===== src/design/fv_consts.svh =====
`ifndef FV_CONSTS_SVH
`define FV_CONSTS_SVH

// bank geometry
`define FV_NUM_BANKS       4
`define FV_NODES_PER_BANK  16
`define FV_LINES_PER_NODE  8

// one line carries two feature values
`define FV_LINE_WIDTH      32
`define FV_MAX_FV_NUM      16

// edge processing elements fed by the read stream
`define FV_NUM_EDGE_PE     4

// derived field widths
`define FV_BANK_SEL_BITS   $clog2(`FV_NUM_BANKS)
`define FV_SLOT_BITS       $clog2(`FV_NODES_PER_BANK)
`define FV_LINE_IDX_BITS   $clog2(`FV_LINES_PER_NODE)
`define FV_NODE_ID_BITS    (`FV_BANK_SEL_BITS + `FV_SLOT_BITS)
`define FV_TAG_BITS        $clog2(`FV_NUM_EDGE_PE)
// one extra bit so the full count of 16 fits
`define FV_FV_NUM_BITS     ($clog2(`FV_MAX_FV_NUM) + 1)

`endif


===== src/design/fv_bank_pkg.sv =====
`include "fv_consts.svh"

// bank side types for storage and bank control
package fv_bank_pkg;

    // bank controller states
    typedef enum logic [1:0] {
        ST_IDLE  = 2'd0,
        ST_WRITE = 2'd1,
        ST_READ  = 2'd2
    } bank_state_t;

    // one storage line, two packed feature values
    typedef logic [`FV_LINE_WIDTH-1:0] fv_line_t;

    // node slot inside one bank
    typedef logic [`FV_SLOT_BITS-1:0] node_slot_t;

    // line index within a node
    typedef logic [`FV_LINE_IDX_BITS-1:0] line_idx_t;

endpackage


===== src/design/fv_req_pkg.sv =====
`include "fv_consts.svh"

// request side types seen by the requester and the router
package fv_req_pkg;

    // request opcode
    typedef enum logic [0:0] {
        OP_WRITE = 1'b0,
        OP_READ  = 1'b1
    } fv_op_t;

    // global node id
    // low bits select the bank, upper bits the slot in it
    typedef logic [`FV_NODE_ID_BITS-1:0] node_id_t;

    // edge PE tag returned with every read line
    typedef logic [`FV_TAG_BITS-1:0] pe_tag_t;

    // feature count of a node, 0 to 16
    typedef logic [`FV_FV_NUM_BITS-1:0] fv_num_t;

endpackage


===== src/design/fv_read_merge.sv =====
`timescale 1ns/1ns
`include "fv_consts.svh"

module fv_read_merge
    import fv_req_pkg::*, fv_bank_pkg::*;
(
    input  logic                     clk,
    input  logic                     reset,
    input  logic [`FV_NUM_BANKS-1:0] bank_valid,
    input  logic [`FV_NUM_BANKS-1:0] bank_sos,
    input  logic [`FV_NUM_BANKS-1:0] bank_eos,
    input  fv_line_t                 bank_data [`FV_NUM_BANKS],
    input  pe_tag_t                  bank_tag [`FV_NUM_BANKS],
    output logic                     rd_valid,
    output logic                     rd_sos,
    output logic                     rd_eos,
    output fv_line_t                 rd_data,
    output pe_tag_t                  rd_pe_tag
);

    logic [`FV_BANK_SEL_BITS-1:0] sel;
    logic                         any_valid;

    assign any_valid = |bank_valid;

    // scan downward so the lowest valid index wins
    always_comb begin
        sel = '0;
        for (int i = `FV_NUM_BANKS - 1; i >= 0; i--) begin
            if (bank_valid[i]) begin
                sel = `FV_BANK_SEL_BITS'(i);
            end
        end
    end

    // framing is cleared while no bank streams
    always_ff @(posedge clk) begin
        if (reset) begin
            rd_valid <= 1'b0;
            rd_sos   <= 1'b0;
            rd_eos   <= 1'b0;
        end else begin
            rd_valid <= any_valid;
            rd_sos   <= any_valid & bank_sos[sel];
            rd_eos   <= any_valid & bank_eos[sel];
        end
    end

    always_ff @(posedge clk) begin
        rd_data   <= bank_data[sel];
        rd_pe_tag <= bank_tag[sel];
    end

endmodule


===== config.mk =====
export PLATFORM = sky130hd
export DESIGN_NAME = fv_read_merge
export DESIGN_NICKNAME = d
export VERILOG_FILES = /design/src/design/fv_bank_pkg.sv /design/src/design/fv_req_pkg.sv /design/src/design/fv_read_merge.sv
export VERILOG_INCLUDE_DIRS = /design/src /design/src/design
export SDC_FILE = /design/constraint.sdc
export NUM_CORES = 1
export LEC_CHECK = 0
export BUFFER_PORTS_ARGS = -buffer_cell sky130_fd_sc_hd__buf_2
export CORE_MARGIN = 8
export CORE_UTILIZATION = 33
export CTS_BUF_LIST = sky130_fd_sc_hd__clkbuf_16
export DETAILED_ROUTE_END_ITERATION = 12
export PLACE_DENSITY = 0.76
export SKIP_LAST_GASP = 1
export SLEW_MARGIN = 5
export SYNTH_ARGS = -nofsm -noshare
export SYNTH_HDL_FRONTEND = slang
export SYNTH_SLANG_ARGS = --single-unit
export TNS_END_PERCENT = 5

===== constraint.sdc =====
create_clock -name clk -period 1.2 [get_ports clk]
set_input_delay 0.18 -clock clk [delete_from_list [all_inputs] [get_ports clk]]
set_output_delay 0.18 -clock clk [all_outputs]
set_load 0.02 [all_outputs]

==> reports/metrics.csv <==
metric,value,unit
Ant. Diodes,0,
fraction of registers with async set/reset,0,%
Most used DFF post-synth,dfxtp_1,
share of layout cells above drive strength 1,56.6,%
Post-Syn Instances,211,
HPWL Detailed,6430,µm
H-tree levels,2,
Routability Congestion,0.803,
Synth Cell Area,1990,µm²
Avg Inst Size Synth,9.44,µm²
register bit total from synthesis,37,
Worst Max-Slew Pin Slew,0.838,ns
list of most frequent post-synthesis cells,"dfxtp_1, nor2_1, a2bb2oi_1",
critical path capture point type,register,
die width,93.7,µm
final wirelength,8080,µm
CP max stage cell,nor2b_4,
dominant cell type by area after synthesis,dfxtp_1,
routed len/inst,17.3,µm
post-synth top area share,37.2,%
residual overflow from global routing,0,
antenna violations before repair,0,
CP max stage delay,0.70,ns
PwrDens,1210,nW/µm²
crit path cell chain,buf_2 > or3_1 > nor2b_4 > o221a_1,
period utilization,102,%
Core Area,5890,µm²
drt drc,0,
Chip Height,93.7,µm
io pins,187,
max_slew headroom,44.0,%
overall global routing resource usage,17.6,%
vias per inst,5.06,
Num Clock Sinks,37,
Critical Path Start Type,input port,
pin count of the biggest net entering global routing,37,
minimum hold slack,0.113,ns
"top cells by area, synth","dfxtp_1, o221a_1, a2bb2oi_1",
vias in the first global route,2553,
Max-cap violations,0,
Final Critical Period,1.23,ns
VDD IR max,0.712,mV
endpoints failing hold,0,
Critical Path RT,1.41,ns
Highest Clock Rate,814,MHz
syn_nets,361,
kind of critical path,in -> reg,
Placed Cells incl. Taps,459,
num rows,28,
fin nets,541,
total leakage power,1.51,nW
post_cts resized,0,
Min-Delay Path Class,in -> reg,
I/O Buffers,186,
Area Overhead vs Synth,58.5,%
global-route track usage on met3,5.04,%
CP Depth,4,
share of the yosys chip area belonging to registers,37.2,%
antenna-violating nets left,0,
Initial Utilization,33.8,%
CP endpoint,rd_data[19]$_DFF_P_,
met2 GRT Util,31.8,%
Num CTS Buffers,5,
RSZ-0062 raised after global routing,true,
global-route wire length before repair,12400,µm
number of flops mapped to enable cells by yosys,0,
Worst Path Buf+Inv,1,
drt first pass iters,4,
Root Driver,clkbuf_16,
Crit path max-delay family,simple AND/OR/NAND/NOR gates,
number of distinct library cells after synthesis,21,
Synthesis Warnings,0,
DR vias,2363,
setup TNS,-0.251,ns
Die ar.,8780,µm²
Bufs on Longest Clock Path,2,
CP max FO,34,
critical path startpoint,bank_valid[2],
Clock Pin Slew Worst Setup and Hold Paths,0.06,ns
WP data arrival,1.44,ns
CTS tree,yes,
pre-CTS setup slack,-0.307,ns
1st-iter DRT viols,57,
final setup violation count,26,
status,"complete, but fails checks",
Final WS setup,-0.0288,ns
global route hottest layer,met2,
final core occ,53.6,%
GR met1 Demand/Resource,18.7,%
fin. max-slew vios,0,
failing checks,negative setup slack,
Layout Cells excl Fill,467,
-- what timing repair did --
action	4_1_cts	5_1_grt
setup endpoints to repair	16	34
hold buffers	0	0
buffers inserted	0	0
-- worst min path at each step --
stage	slack, ns	from	cells after the start	to
CTS	0.1	reset	2	rd_valid$_SDFF_PP0_
finish	0.11	reset	2	rd_valid$_SDFF_PP0_
global route	0.12	reset	2	rd_valid$_SDFF_PP0_
global placement	0.40	reset	2	rd_valid$_SDFF_PP0_
detailed placement	0.40	reset	2	rd_valid$_SDFF_PP0_
floorplan	0.25	reset	1	rd_valid$_SDFF_PP0_
-- report_power, final --
group	leakage (nW)	internal, mW	switching, mW
clock	0.0775	0.972	0.506
sequential	0.312	1.35	0.0273
combinational	1.12	0.486	0.482
total	1.51	2.81	1.01
-- stage by stage --
stage,cell area [µm²],power (mW)
CTS,3160,3.87
finish,3160,3.82
floorplan,2000,1.94
global route,3160,4.01
detailed placement,2990,2.38
global placement,2990,2.35
-- cells by family after synthesis --
family | Yosys count | share of synthesized area, %
DFF | 37 | 37.2
and+or+nand+nor | 77 | 19.9
AOI/OAI and AO/OA | 74 | 36.2
buffers and inverters | 23 | 6.72
-- cells in the final DEF, fill, tap and decap left out, drive strengths merged --
master | synthesis | layout
a221oi | 2 | 2
a2bb2oi | 34 | 34
buf | 15 | 195
bufinv | 0 | 1
clkbuf | 7 | 5
clkinv | 1 | 2
clkinvlp | 0 | 1
dfxtp | 37 | 37
nand2 | 2 | 2
nor2 | 37 | 37
nor2b | 2 | 2
o21ai | 2 | 2
o221a | 34 | 34
o22ai | 2 | 2
or2 | 34 | 34
or3 | 1 | 1
or3b | 1 | 1
-- metal layers --
metal  routed length [µm]  up-vias
li1                     -     1156
met1                 3180     1089
met2                 4070      107
met3                  701       11
met4                  128        0
met5                    0        -
-- state kept, by name (all words and copies together), names as in the netlist --
name       flops
rd_data       32
rd_eos         1
rd_pe_tag      2
rd_sos         1
rd_valid       1
-- cell type report --
cell class	instances	area [µm²]
Fill cell	565	2730
Multi-Input combinational cell	151	1130
Timing Repair Buffer	195	1020
Sequential cell	37	741
Clock buffer	5	125
Tap cell	75	93.8
Clock inverter	3	41.3
Inverter	1	3.75
(Power assumes the default switching activity.)
