File: config.mk
export PLATFORM = sky130hd
export DESIGN_NAME = fv_req_router
export DESIGN_NICKNAME = d
export VERILOG_FILES = /design/src/design/fv_bank_pkg.sv /design/src/design/fv_req_pkg.sv /design/src/design/fv_req_router.sv
export VERILOG_INCLUDE_DIRS = /design/src /design/src/design
export SDC_FILE = /design/constraint.sdc
export NUM_CORES = 1
export LEC_CHECK = 0
export ABC_AREA = 1
export BUFFER_PORTS_ARGS = -buffer_cell sky130_fd_sc_hd__buf_2
export CELL_PAD_IN_SITES_DETAIL_PLACEMENT = 2
export CELL_PAD_IN_SITES_GLOBAL_PLACEMENT = 2
export CORE_MARGIN = 4
export CORE_UTILIZATION = 20
export CTS_BUF_LIST = sky130_fd_sc_hd__clkbuf_2 sky130_fd_sc_hd__clkbuf_4 sky130_fd_sc_hd__clkbuf_8
export DETAILED_ROUTE_END_ITERATION = 12
export HOLD_SLACK_MARGIN = 0.1
export PLACE_DENSITY_LB_ADDON = 0.3
export SLEW_MARGIN = 10
export SYNTH_ARGS = -nofsm -noshare
export SYNTH_HDL_FRONTEND = slang
export SYNTH_SLANG_ARGS = --single-unit
File: constraint.sdc
create_clock -name clk -period 0.8 [get_ports clk]
set_input_delay 0.12 -clock clk [delete_from_list [all_inputs] [get_ports clk]]
set_output_delay 0.12 -clock clk [all_outputs]
set_load 0.02 [all_outputs]
File: src/design/fv_consts.svh
`ifndef FV_CONSTS_SVH
`define FV_CONSTS_SVH

// bank geometry
`define FV_NUM_BANKS       4
`define FV_NODES_PER_BANK  16
`define FV_LINES_PER_NODE  8

// one line carries two feature values
`define FV_LINE_WIDTH      32
`define FV_MAX_FV_NUM      16

// edge processing elements fed by the read stream
`define FV_NUM_EDGE_PE     4

// derived field widths
`define FV_BANK_SEL_BITS   $clog2(`FV_NUM_BANKS)
`define FV_SLOT_BITS       $clog2(`FV_NODES_PER_BANK)
`define FV_LINE_IDX_BITS   $clog2(`FV_LINES_PER_NODE)
`define FV_NODE_ID_BITS    (`FV_BANK_SEL_BITS + `FV_SLOT_BITS)
`define FV_TAG_BITS        $clog2(`FV_NUM_EDGE_PE)
// one extra bit so the full count of 16 fits
`define FV_FV_NUM_BITS     ($clog2(`FV_MAX_FV_NUM) + 1)

`endif

File: src/design/fv_bank_pkg.sv
`include "fv_consts.svh"

// bank side types for storage and bank control
package fv_bank_pkg;

    // bank controller states
    typedef enum logic [1:0] {
        ST_IDLE  = 2'd0,
        ST_WRITE = 2'd1,
        ST_READ  = 2'd2
    } bank_state_t;

    // one storage line, two packed feature values
    typedef logic [`FV_LINE_WIDTH-1:0] fv_line_t;

    // node slot inside one bank
    typedef logic [`FV_SLOT_BITS-1:0] node_slot_t;

    // line index within a node
    typedef logic [`FV_LINE_IDX_BITS-1:0] line_idx_t;

endpackage

File: src/design/fv_req_pkg.sv
`include "fv_consts.svh"

// request side types seen by the requester and the router
package fv_req_pkg;

    // request opcode
    typedef enum logic [0:0] {
        OP_WRITE = 1'b0,
        OP_READ  = 1'b1
    } fv_op_t;

    // global node id
    // low bits select the bank, upper bits the slot in it
    typedef logic [`FV_NODE_ID_BITS-1:0] node_id_t;

    // edge PE tag returned with every read line
    typedef logic [`FV_TAG_BITS-1:0] pe_tag_t;

    // feature count of a node, 0 to 16
    typedef logic [`FV_FV_NUM_BITS-1:0] fv_num_t;

endpackage

File: src/design/fv_req_router.sv
`timescale 1ns/1ns
`include "fv_consts.svh"

module fv_req_router
    import fv_req_pkg::*, fv_bank_pkg::*;
(
    input  logic                     clk,
    input  logic                     reset,
    input  logic                     req_valid,
    input  fv_op_t                   op,
    input  node_id_t                 node_id,
    input  pe_tag_t                  pe_tag,
    input  fv_num_t                  fv_num,
    input  fv_line_t                 wr_data,
    input  logic                     wr_eos,
    output logic [`FV_NUM_BANKS-1:0] bank_start,
    output fv_op_t                   bank_op,
    output node_slot_t               bank_slot,
    output pe_tag_t                  bank_tag,
    output fv_num_t                  bank_fv_num,
    output fv_line_t                 bank_wr_data,
    output logic                     bank_wr_eos
);

    logic [`FV_BANK_SEL_BITS-1:0] bank_sel;
    logic [`FV_NUM_BANKS-1:0]     nx_start;

    // bank from the low node id bits
    assign bank_sel = node_id[`FV_BANK_SEL_BITS-1:0];

    // one-hot strobe, only on the first beat
    always_comb begin
        nx_start = '0;
        if (req_valid) begin
            nx_start[bank_sel] = 1'b1;
        end
    end

    always_ff @(posedge clk) begin
        if (reset) begin
            bank_start  <= '0;
            bank_wr_eos <= 1'b0;
        end else begin
            bank_start  <= nx_start;
            bank_wr_eos <= wr_eos;
        end
    end

    // request fields follow the strobe by the same one cycle
    // later write beats take this path too, so data stays aligned
    always_ff @(posedge clk) begin
        bank_op      <= op;
        bank_slot    <= node_id[`FV_NODE_ID_BITS-1 -: `FV_SLOT_BITS];
        bank_tag     <= pe_tag;
        bank_fv_num  <= fv_num;
        bank_wr_data <= wr_data;
    end

endmodule

==> metrics.yaml, run 1 <==
setup_path:
  cp_max_fo: 1
  slowest_stage: "dfxtp_2"
  worstPathCellList: "buf_6"
  slowest_delay_ns: 0.35
  path_buf_inv: 1
  critPathArrivalTime_ns: 0.76
  crit_start: "bank_wr_data[4]"
  start_kind: "register"
  cp.required_ns: 0.68
  crit_family: "flip-flops"
  endpoint_kind: "primary output"
  worstSetupPathType: "reg -> out"
routing:
  drt_iter0_markers: 11
  vias: 1014
  dr.pass1.iters: 2
  drtAntennaViolNets: 0
  vias_per_cell: 3.60
  finalWirelength_mm: 4.73
  post_drt_wl_per_cell_um: 16.8
  remaining_drc_errors: 0
finish:
  multi_input_area_um2: 47.5
  area_growth_pct: 147
  nNetsFinal: 264
  instances_no_fill: 282
  seq_area_um2: 1040
  drive_gt1_frac: 0.730
  fill_cells: 482
  antenna_cells: 0
floorplan:
  die_h_um: 80.0
  core-area_um2: 4880
  io_pins: 99
  rows: 25
  start_util: 0.212
  die_area_um2: 6400
  fp.dieW_um: 80.0
clock_network:
  cts.sinks: 49
  cts_buffers: 5
  clockBufferDepth: 2
  cts_tree: "yes"
  cts_root_buf: "clkbuf_8"
  h-tree-depth: 2
  clk_pin_slew_ns: 0.10
  cts_setup_buffers: 0
sta:
  layout_min_cycle_time_ns: 0.878
  period_share: 1.10
  hold_viol: 0
  report.final.slew_viol_count: 0
  setup_violations: 49
  rsz0062_at_grt: "yes"
  slew_headroom: 0.882
  fmax_mhz: 1140
  fin_ws_ns: -0.0783
  worst_pin_slew_ns: 0.178
synth:
  synth_fp_nets: 113
  ys_ff_latch: 49
  synth_cell_types: 6
  ys_seq_area_frac: 0.947
  yosys.area.top_type: "dfxtp_1"
  synth_area_leaders: "dfxtp_1 (95%), nor2_1 (1.8%), nand2_1 (1.4%), inv_1 (1.1%), nand2_2 (0.60%)"
  syn_area_per_cell_um2: 16.4
  synth_area_um2: 1040
  yosysWarnings: 0
  synth_top_area_frac: 0.947
  syn_inst: 63
run_status:
  violations: "setup timing"
  status: "complete, but fails checks"
worst_hold_path:
  hold_path.startpoint: "node_id[0]"
  min_to: "bank_start[1]"
  min_path_cells: 3
  hp-class: "in -> reg"
power:
  netSwitchingPower_mw: 1.20
  p_int_mw: 3.71
  pwr-share-seq: 0.541
  powerDensity_nw_per_um2: 1920
  netSwitchingFraction: 0.244
  p_leak_nw: 1.20
  combPwrFrac: 0.160
  clockPowerShare: 0.299
  power_mw: 4.91
  ir_drop_uv: 1100
job:
  maxCapViolCount: 0
global_route:
  track_usage: 0.150
  grt_pass1_wl_mm: 7.16
  gr-total-overflow: 0
  grt_max_degree: 16
  antenna_found_initial: 0
  grt_pass1_vias: 1255
place:
  place_inst: 228
  dpl.hpwl_mm: 2.67
  port_buffers: 98
  gp_congestion: 0.646
  post-place-ws_ns: 0.204
[area by class of cell]
| type | count | area share |
|---|---|---|
| sequential | 49 | 0.408 |
| clock buffer | 6 | 0.0298 |
| multi-input combinational | 10 | 0.0186 |
| clock inverter | 2 | 0.00587 |
| timing repair buffer | 144 | 0.500 |
| tap | 67 | 0.0328 |
| inverter | 4 | 0.00587 |
[synthesized netlist by cell type]
master / instances
dfxtp_1: 49
nand2_1: 4
inv_1: 3
nor2_1: 5
inv_2: 1
nand2_2: 1
[per-layer routing]
metal	GRT usage	up-vias	share of wire
li1	-	487	-
met1	0.161	456	0.37
met2	0.283	69	0.51
met3	0.0553	2	0.12
met4	0.0203	0	0.0025
met5	0	-	0
[metrics by stage]
stage          hold WS (ns)  utilization  instance area (um2)  TNS [ns]
3_5_place_dp          0.224        0.330                 1610         0
6_report              0.260        0.524                 2560     -2.88
3_3_place_gp          0.222        0.330                 1610         0
2_1_floorplan         0.148            -                 1040         0
4_1_cts               0.446        0.525                 2560     -3.32
5_1_grt               0.266        0.524                 2560     -4.53
[placed cells by master, fill, tap and decap left out, drive strengths merged]
| master | count |
|---|---|
| buf | 95 |
| clkbuf | 6 |
| clkinvlp | 2 |
| dfxtp | 49 |
| dlygate4sd3 | 47 |
| dlymetal6s4s | 2 |
| inv | 4 |
| nand2 | 5 |
| nor2 | 5 |
[registers in the layout, summed over array words and instances (netlist names)]
register and count:
bank_start 4, bank_tag 2, bank_wr_data 32, bank_wr_eos 1, bank_fv_num 5, bank_slot 4
bank_op 1
[how the worst max path moves through the flow]
| stage | end | slack [ns] | depth (start not counted) |
|---|---|---|---|
| after global routing | bank_wr_data[4] | -0.12 | 1 |
| after global placement | bank_wr_data[26] | 0.23 | 1 |
| after floorplan | bank_fv_num[0] | 0.28 | 0 |
| final | bank_wr_data[4] | -0.08 | 1 |
| after CTS | bank_wr_data[23] | -0.08 | 1 |
| after detailed placement | bank_wr_data[23] | 0.20 | 1 |
[cells by family (layout without fill, tap and decap cells)]
family	after synthesis	in the layout	share of synthesized area
buffers and inverters	4	156	0.0145
AND/OR/NAND/NOR	10	10	0.0386
flip-flops	49	49	0.947
[power by group through the flow]
stage | combinational, mW | sequential, mW | clock, mW
CTS | 0.771 | 2.65 | 1.51
global placement | 0.423 | 2.64 | 0
floorplan | 0.0155 | 2.82 | 0
finish | 0.784 | 2.66 | 1.47
global route | 0.835 | 2.67 | 1.64
detailed placement | 0.437 | 2.65 | 0
[repair_timing]
action	CTS	global route
endpoints found under the setup margin	49	53
endpoints found under the hold margin	49	0
pin swaps	0	1
resized for setup	147	6
hold buffers	49	0
(Power assumes the default switching activity.)
==> run 2, diff against run 1 <==
- CORE_UTILIZATION: 20 -> 19
- CTS_BUF_LIST: sky130_fd_sc_hd__clkbuf_2 sky130_fd_sc_hd__clkbuf_4 sky130_fd_sc_hd__clkbuf_8 -> default
==> run 2 against run 1 <==
Fmax grew 0.42%; flip-flop and latch count is the same; via count grew 1.2%; largest power group unchanged; final area grew 1.7%; die area grew 4.7%; hold slack lost 0.14 ns; sequential share of layout area shrank 0.69 points; core utilization shrank 2.4 points; global-route usage shrank 1.1 points; first-iteration DRC count grew 140%; the flow still finishes with violations (setup timing); worst setup slack gained 0.0036 ns; count of clock-buffer cells in the layout grew 1.
==> metrics.yaml, run 2 (same netlist as run 1, synthesis figures left out) <==
floorplan:
  core-area_um2: 5200  # +6.7%
  rows: 26  # +4.0%
  die_h_um: 81.8  # +2.3%
  start_util: 0.199  # -0.0133
  die_area_um2: 6700  # +4.7%
  io_pins: 99  # unchanged
  fp.dieW_um: 81.8  # +2.3%
clock_network:
  clk_pin_slew_ns: 0.09  # about the same
  cts_buffers: 5  # unchanged
  clockBufferDepth: 2  # unchanged
  cts_root_buf: "clkbuf_8"
  cts_tree: "yes"
  h-tree-depth: 2  # unchanged
  cts.sinks: 49  # unchanged
finish:
  area_growth_pct: 151
  top_regs: "bank_wr_data x32, bank_fv_num x5"
  multi_input_area_um2: 62.6  # +32%
  largest_register_ff_count: 32  # unchanged
  nNetsFinal: 265  # +0.38%
  fill_cells: 511  # +6.0%
  layout_common_cells: "dfxtp_2 (49), dlygate4sd3_1 (49), buf_6 (49), buf_2 (47), clkbuf_8 (6)"
  largest_register: "bank_wr_data"
  antenna_cells: 0  # unchanged
  drive_gt1_frac: 0.736  # +0.00588
  seq_area_um2: 1040  # unchanged
global_route:
  track_usage: 0.139  # -0.0111
  grt_pass1_vias: 1275  # +1.6%
  gr-total-overflow: 0  # unchanged
  grt_max_degree: 15  # -1
  antenna_found_initial: 0  # unchanged
  grt_pass1_wl_mm: 6.58  # -8.1%
setup_path:
  cp.required_ns: 0.68  # about the same
  worstSetupPathType: "reg -> out"
  slowest_delay_ns: 0.33  # -0.02 ns
  worstPathCellList: "buf_6"
  path_buf_inv: 1  # unchanged
  endpoint_kind: "primary output"
  slowest_stage: "dfxtp_2"
  crit_family: "flip-flops"
  start_kind: "register"
  cp_max_fo: 1  # unchanged
  critPathArrivalTime_ns: 0.75  # about the same
place:
  post-place-ws_ns: 0.213  # +0.00890 ns
  gp_congestion: 0.679  # +5.2%
  dpl.hpwl_mm: 2.61  # -2.3%
  port_buffers: 98  # unchanged
sta:
  fmax_mhz: 1140  # +0.42%
  fin_ws_ns: -0.0746  # +0.00363 ns
  layout_min_cycle_time_ns: 0.875  # -0.00363 ns
  rsz0062_at_grt: "yes"
  slew_headroom: 0.906  # +0.0246
  worst_pin_slew_ns: 0.140  # -0.0373 ns
  setup_violations: 49  # unchanged
  period_share: 1.09  # -0.00453
  report.final.slew_viol_count: 0  # unchanged
  hold_viol: 0  # unchanged
power:
  p_leak_nw: 1.20  # +0.35%
  powerDensity_nw_per_um2: 2010  # +4.5%
  ir_drop_uv: 958  # -13%
  power_mw: 5.22  # +6.3%
run_status:
  violations: "setup timing"
  status: "complete, but fails checks"
worst_hold_path:
  hp-class: "in -> reg"
routing:
  vias_per_cell: 3.59  # -0.23%
  vias: 1026  # +1.2%
  post_drt_wl_per_cell_um: 15.5  # -7.4%
  remaining_drc_errors: 0  # unchanged
  finalWirelength_mm: 4.44  # -6.1%
  drt_iter0_markers: 26  # +15
  drtAntennaViolNets: 0  # unchanged
  dr.pass1.iters: 2  # unchanged
job:
  maxCapViolCount: 0  # unchanged
[run 2: per-stage QoR]
stage / cells / setup TNS (ns) / area, um2 / hold WS (ns) / utilization
floorplan: 63 / 0 / 1040 / 0.148 / -
global route: 286 / -4.47 / 2600 / 0.131 / 0.500
detailed placement: 231 / 0 / 1610 / 0.224 / 0.310
finish: 286 / -2.87 / 2600 / 0.120 / 0.500
CTS: 289 / -3.55 / 2600 / 0.436 / 0.499
global placement: 231 / 0 / 1610 / 0.223 / 0.310
[run 2: path summary, 6_finish.rpt]
check                     start       endpoint  slack, ns  depth (start not counted)
setup / recovery  bank_start[1]  bank_start[1]      -0.07                          1
hold / removal       node_id[0]  bank_start[0]       0.12                          4
[run 2: layer usage]
metal / track usage / wire length [um]
met5: 0 / 0
met4: 0.0498 / 43
met3: 0.0450 / 326
met2: 0.296 / 2780
met1: 0.113 / 1290
[run 2: power breakdown]
part / leakage [nW] / internal [mW] / switching (mW)
logic: 0.728 / 0.472 / 0.310
clock network: 0.0585 / 1.02 / 0.769
registers: 0.415 / 2.59 / 0.0606
total: 1.20 / 4.08 / 1.14
[run 2: cell type report]
class	count	share of cell area
Clock inverter	1	0.0115
Clock buffer	7	0.0332
Multi-Input combinational cell	10	0.0241
Sequential cell	49	0.401
Inverter	4	0.00577
Tap cell	70	0.0337
Timing Repair Buffer	145	0.491
[run 2: what timing repair did]
| item | CTS | global route |
|---|---|---|
| pin swaps | 0 | 2 |
| gates resized for setup | 147 | 8 |
| setup buffers | 0 | 0 |
| setup endpoints to repair | 49 | 53 |
| hold buffers | 50 | 0 |
| hold endpoints to repair | 49 | 0 |
==> run 3, diff against run 2 <==
- CTS_BUF_LIST: default -> sky130_fd_sc_hd__clkbuf_16
==> run 3 against run 2 <==
The flow still finishes with violations (setup timing); sequential share of layout area fell by 0.36 points; sequential power barely moved; critical path depth did not move; combinational power fell by 2%; largest power group unchanged; global-route usage fell by 0.19 points; core utilization rose by 0.46 points; non-clock buffer count rose by 1.
==> metrics.yaml, run 3 (same netlist as run 1, synthesis figures left out) <==
sta:
  setup_violations: 49  # unchanged
  fin_ws_ns: -0.0502  # +0.0244 ns
  slew_headroom: 0.928  # +0.0218
  worst_pin_slew_ns: 0.108  # -0.0326 ns
  layout_min_cycle_time_ns: 0.850  # -0.0244 ns
  rsz0062_at_grt: "yes"
  hold_ws_ns: 0.102  # -0.0178 ns
  fmax_mhz: 1180  # +2.9%
  report.final.slew_viol_count: 0  # unchanged
  hold_viol: 0  # unchanged
  period_share: 1.06  # -0.0305
routing:
  drtAntennaViolNets: 0  # unchanged
  dr.pass1.iters: 3  # +1
  remaining_drc_errors: 0  # unchanged
  post_drt_wl_per_cell_um: 15.3  # -1.7%
  finalWirelength_mm: 4.38  # -1.3%
  vias_per_cell: 3.57  # -0.35%
  vias: 1026  # unchanged
  drt_iter0_markers: 16  # -38%
global_route:
  grt_max_degree: 15  # unchanged
  grt_pass1_wl_mm: 6.46  # -1.8%
  track_usage: 0.137  # -0.00187
  gr-total-overflow: 0  # unchanged
  grt_pass1_vias: 1226  # -3.8%
  antenna_found_initial: 0  # unchanged
power:
  ir_drop_uv: 1150  # +20%
  powerDensity_nw_per_um2: 2170  # +8.2%
  p_leak_nw: 1.23  # +2.1%
run_status:
  status: "complete, but fails checks"
  violations: "setup timing"
setup_path:
  crit_family: "flip-flops"
  path_buf_inv: 1  # unchanged
  endpoint_kind: "primary output"
  cp_max_fo: 1  # unchanged
  cp.required_ns: 0.68  # about the same
  worstSetupPathType: "reg -> out"
  slowest_stage: "dfxtp_2"
  worstPathCellList: "buf_6"
  start_kind: "register"
  cp_num_cells: 1  # unchanged
  slowest_delay_ns: 0.33  # about the same
  critPathArrivalTime_ns: 0.73  # -0.02 ns
clock_network:
  cts_tree: "yes"
  cts_buffers: 5  # unchanged
  clk_pin_slew_ns: 0.06  # -0.03 ns
  cts.sinks: 49  # unchanged
  cts_root_buf: "clkbuf_16"
  h-tree-depth: 2  # unchanged
  cts_setup_buffers: 0  # unchanged
  clockBufferDepth: 2  # unchanged
floorplan:
  fp.dieW_um: 81.8  # unchanged
  core-area_um2: 5200  # unchanged
  die_area_um2: 6700  # unchanged
  start_util: 0.199  # unchanged
  die_h_um: 81.8  # unchanged
  rows: 26  # unchanged
  io_pins: 99  # unchanged
finish:
  fill_cells: 510  # -0.20%
  instances_no_fill: 287  # +0.35%
  largest_register: "bank_wr_data"
  nNetsFinal: 266  # +0.38%
  area_growth_pct: 153
  multi_input_area_um2: 40.0  # -36%
  utilization: 0.504  # +0.00457
  top_regs: "bank_wr_data x32, bank_fv_num x5"
  final_area_um2: 2630  # +0.91%
  layout_common_cells: "dfxtp_2 (49), buf_2 (49), buf_6 (49), dlygate4sd3_1 (48)"
  seq_area_um2: 1040  # unchanged
  drive_gt1_frac: 0.714  # -0.0218
  antenna_cells: 0  # unchanged
  largest_register_ff_count: 32  # unchanged
worst_hold_path:
  hp-class: "in -> reg"
  min_path_cells: 3  # -1
place:
  gp_congestion: 0.679  # unchanged
  port_buffers: 98  # unchanged
  dpl-instance-area_um2: 1610  # unchanged
  post-place-ws_ns: 0.213  # unchanged
  dpl.hpwl_mm: 2.61  # unchanged
  place_inst: 231  # unchanged
job:
  maxCapViolCount: 0  # unchanged
-- run 3: cell types whose count changed in the layout (fill, tap and decap cells not counted), moves of 2 or more --
| cell | delta |
|---|---|
| buf_2 | +2 |
| clkbuf_16 | +5 |
| clkbuf_8 | -6 |
| inv_1 | +3 |
| inv_2 | -2 |
| nor2_1 | +3 |
| nor2_4 | -2 |
-- run 3: power breakdown --
group / switching, mW / total (mW) / internal [mW]
clock network: 0.825 / 2.28 / 1.45
registers: 0.0600 / 2.65 / 2.59
logic: 0.300 / 0.769 / 0.469
total: 1.19 / 5.70 / 4.51
-- run 3: through the flow --
step | total power [mW] | TNS [ns]
floorplan | 2.83 | 0
global placement | 3.07 | 0
detailed placement | 3.09 | 0
CTS | 5.75 | -2.26
global route | 5.96 | -3.00
finish | 5.70 | -1.83
-- run 3: final timing paths --
path,start,endpoint,slack (ns)
setup / recovery,bank_start[2],bank_start[2],-0.05
hold / removal,node_id[1],bank_start[2],0.10
-- run 3: area by class of cell --
type / count / area share
well taps: 70 / 0.0334
inverters: 4 / 0.00572
multi-input cells: 10 / 0.0153
clock buffers: 5 / 0.0477
repair buffers: 146 / 0.487
flip-flops and latches: 49 / 0.397
clock inverters: 3 / 0.0143
-- run 3: layer usage --
| metal | vias to the layer above | wire length (um) | track usage |
|---|---|---|---|
| li1 | 494 | - | - |
| met1 | 481 | 1270 | 0.118 |
| met5 | - | 0 | 0 |
| met4 | 0 | 40 | 0.0548 |
| met2 | 47 | 2770 | 0.285 |
| met3 | 4 | 305 | 0.0395 |
-- run 3: what timing repair did --
action / in CTS / in global routing
setup endpoints to repair: 49 / 49
gates resized for setup: 147 / 0
hold endpoints to repair: 47 / 0
hold buffers: 48 / 0
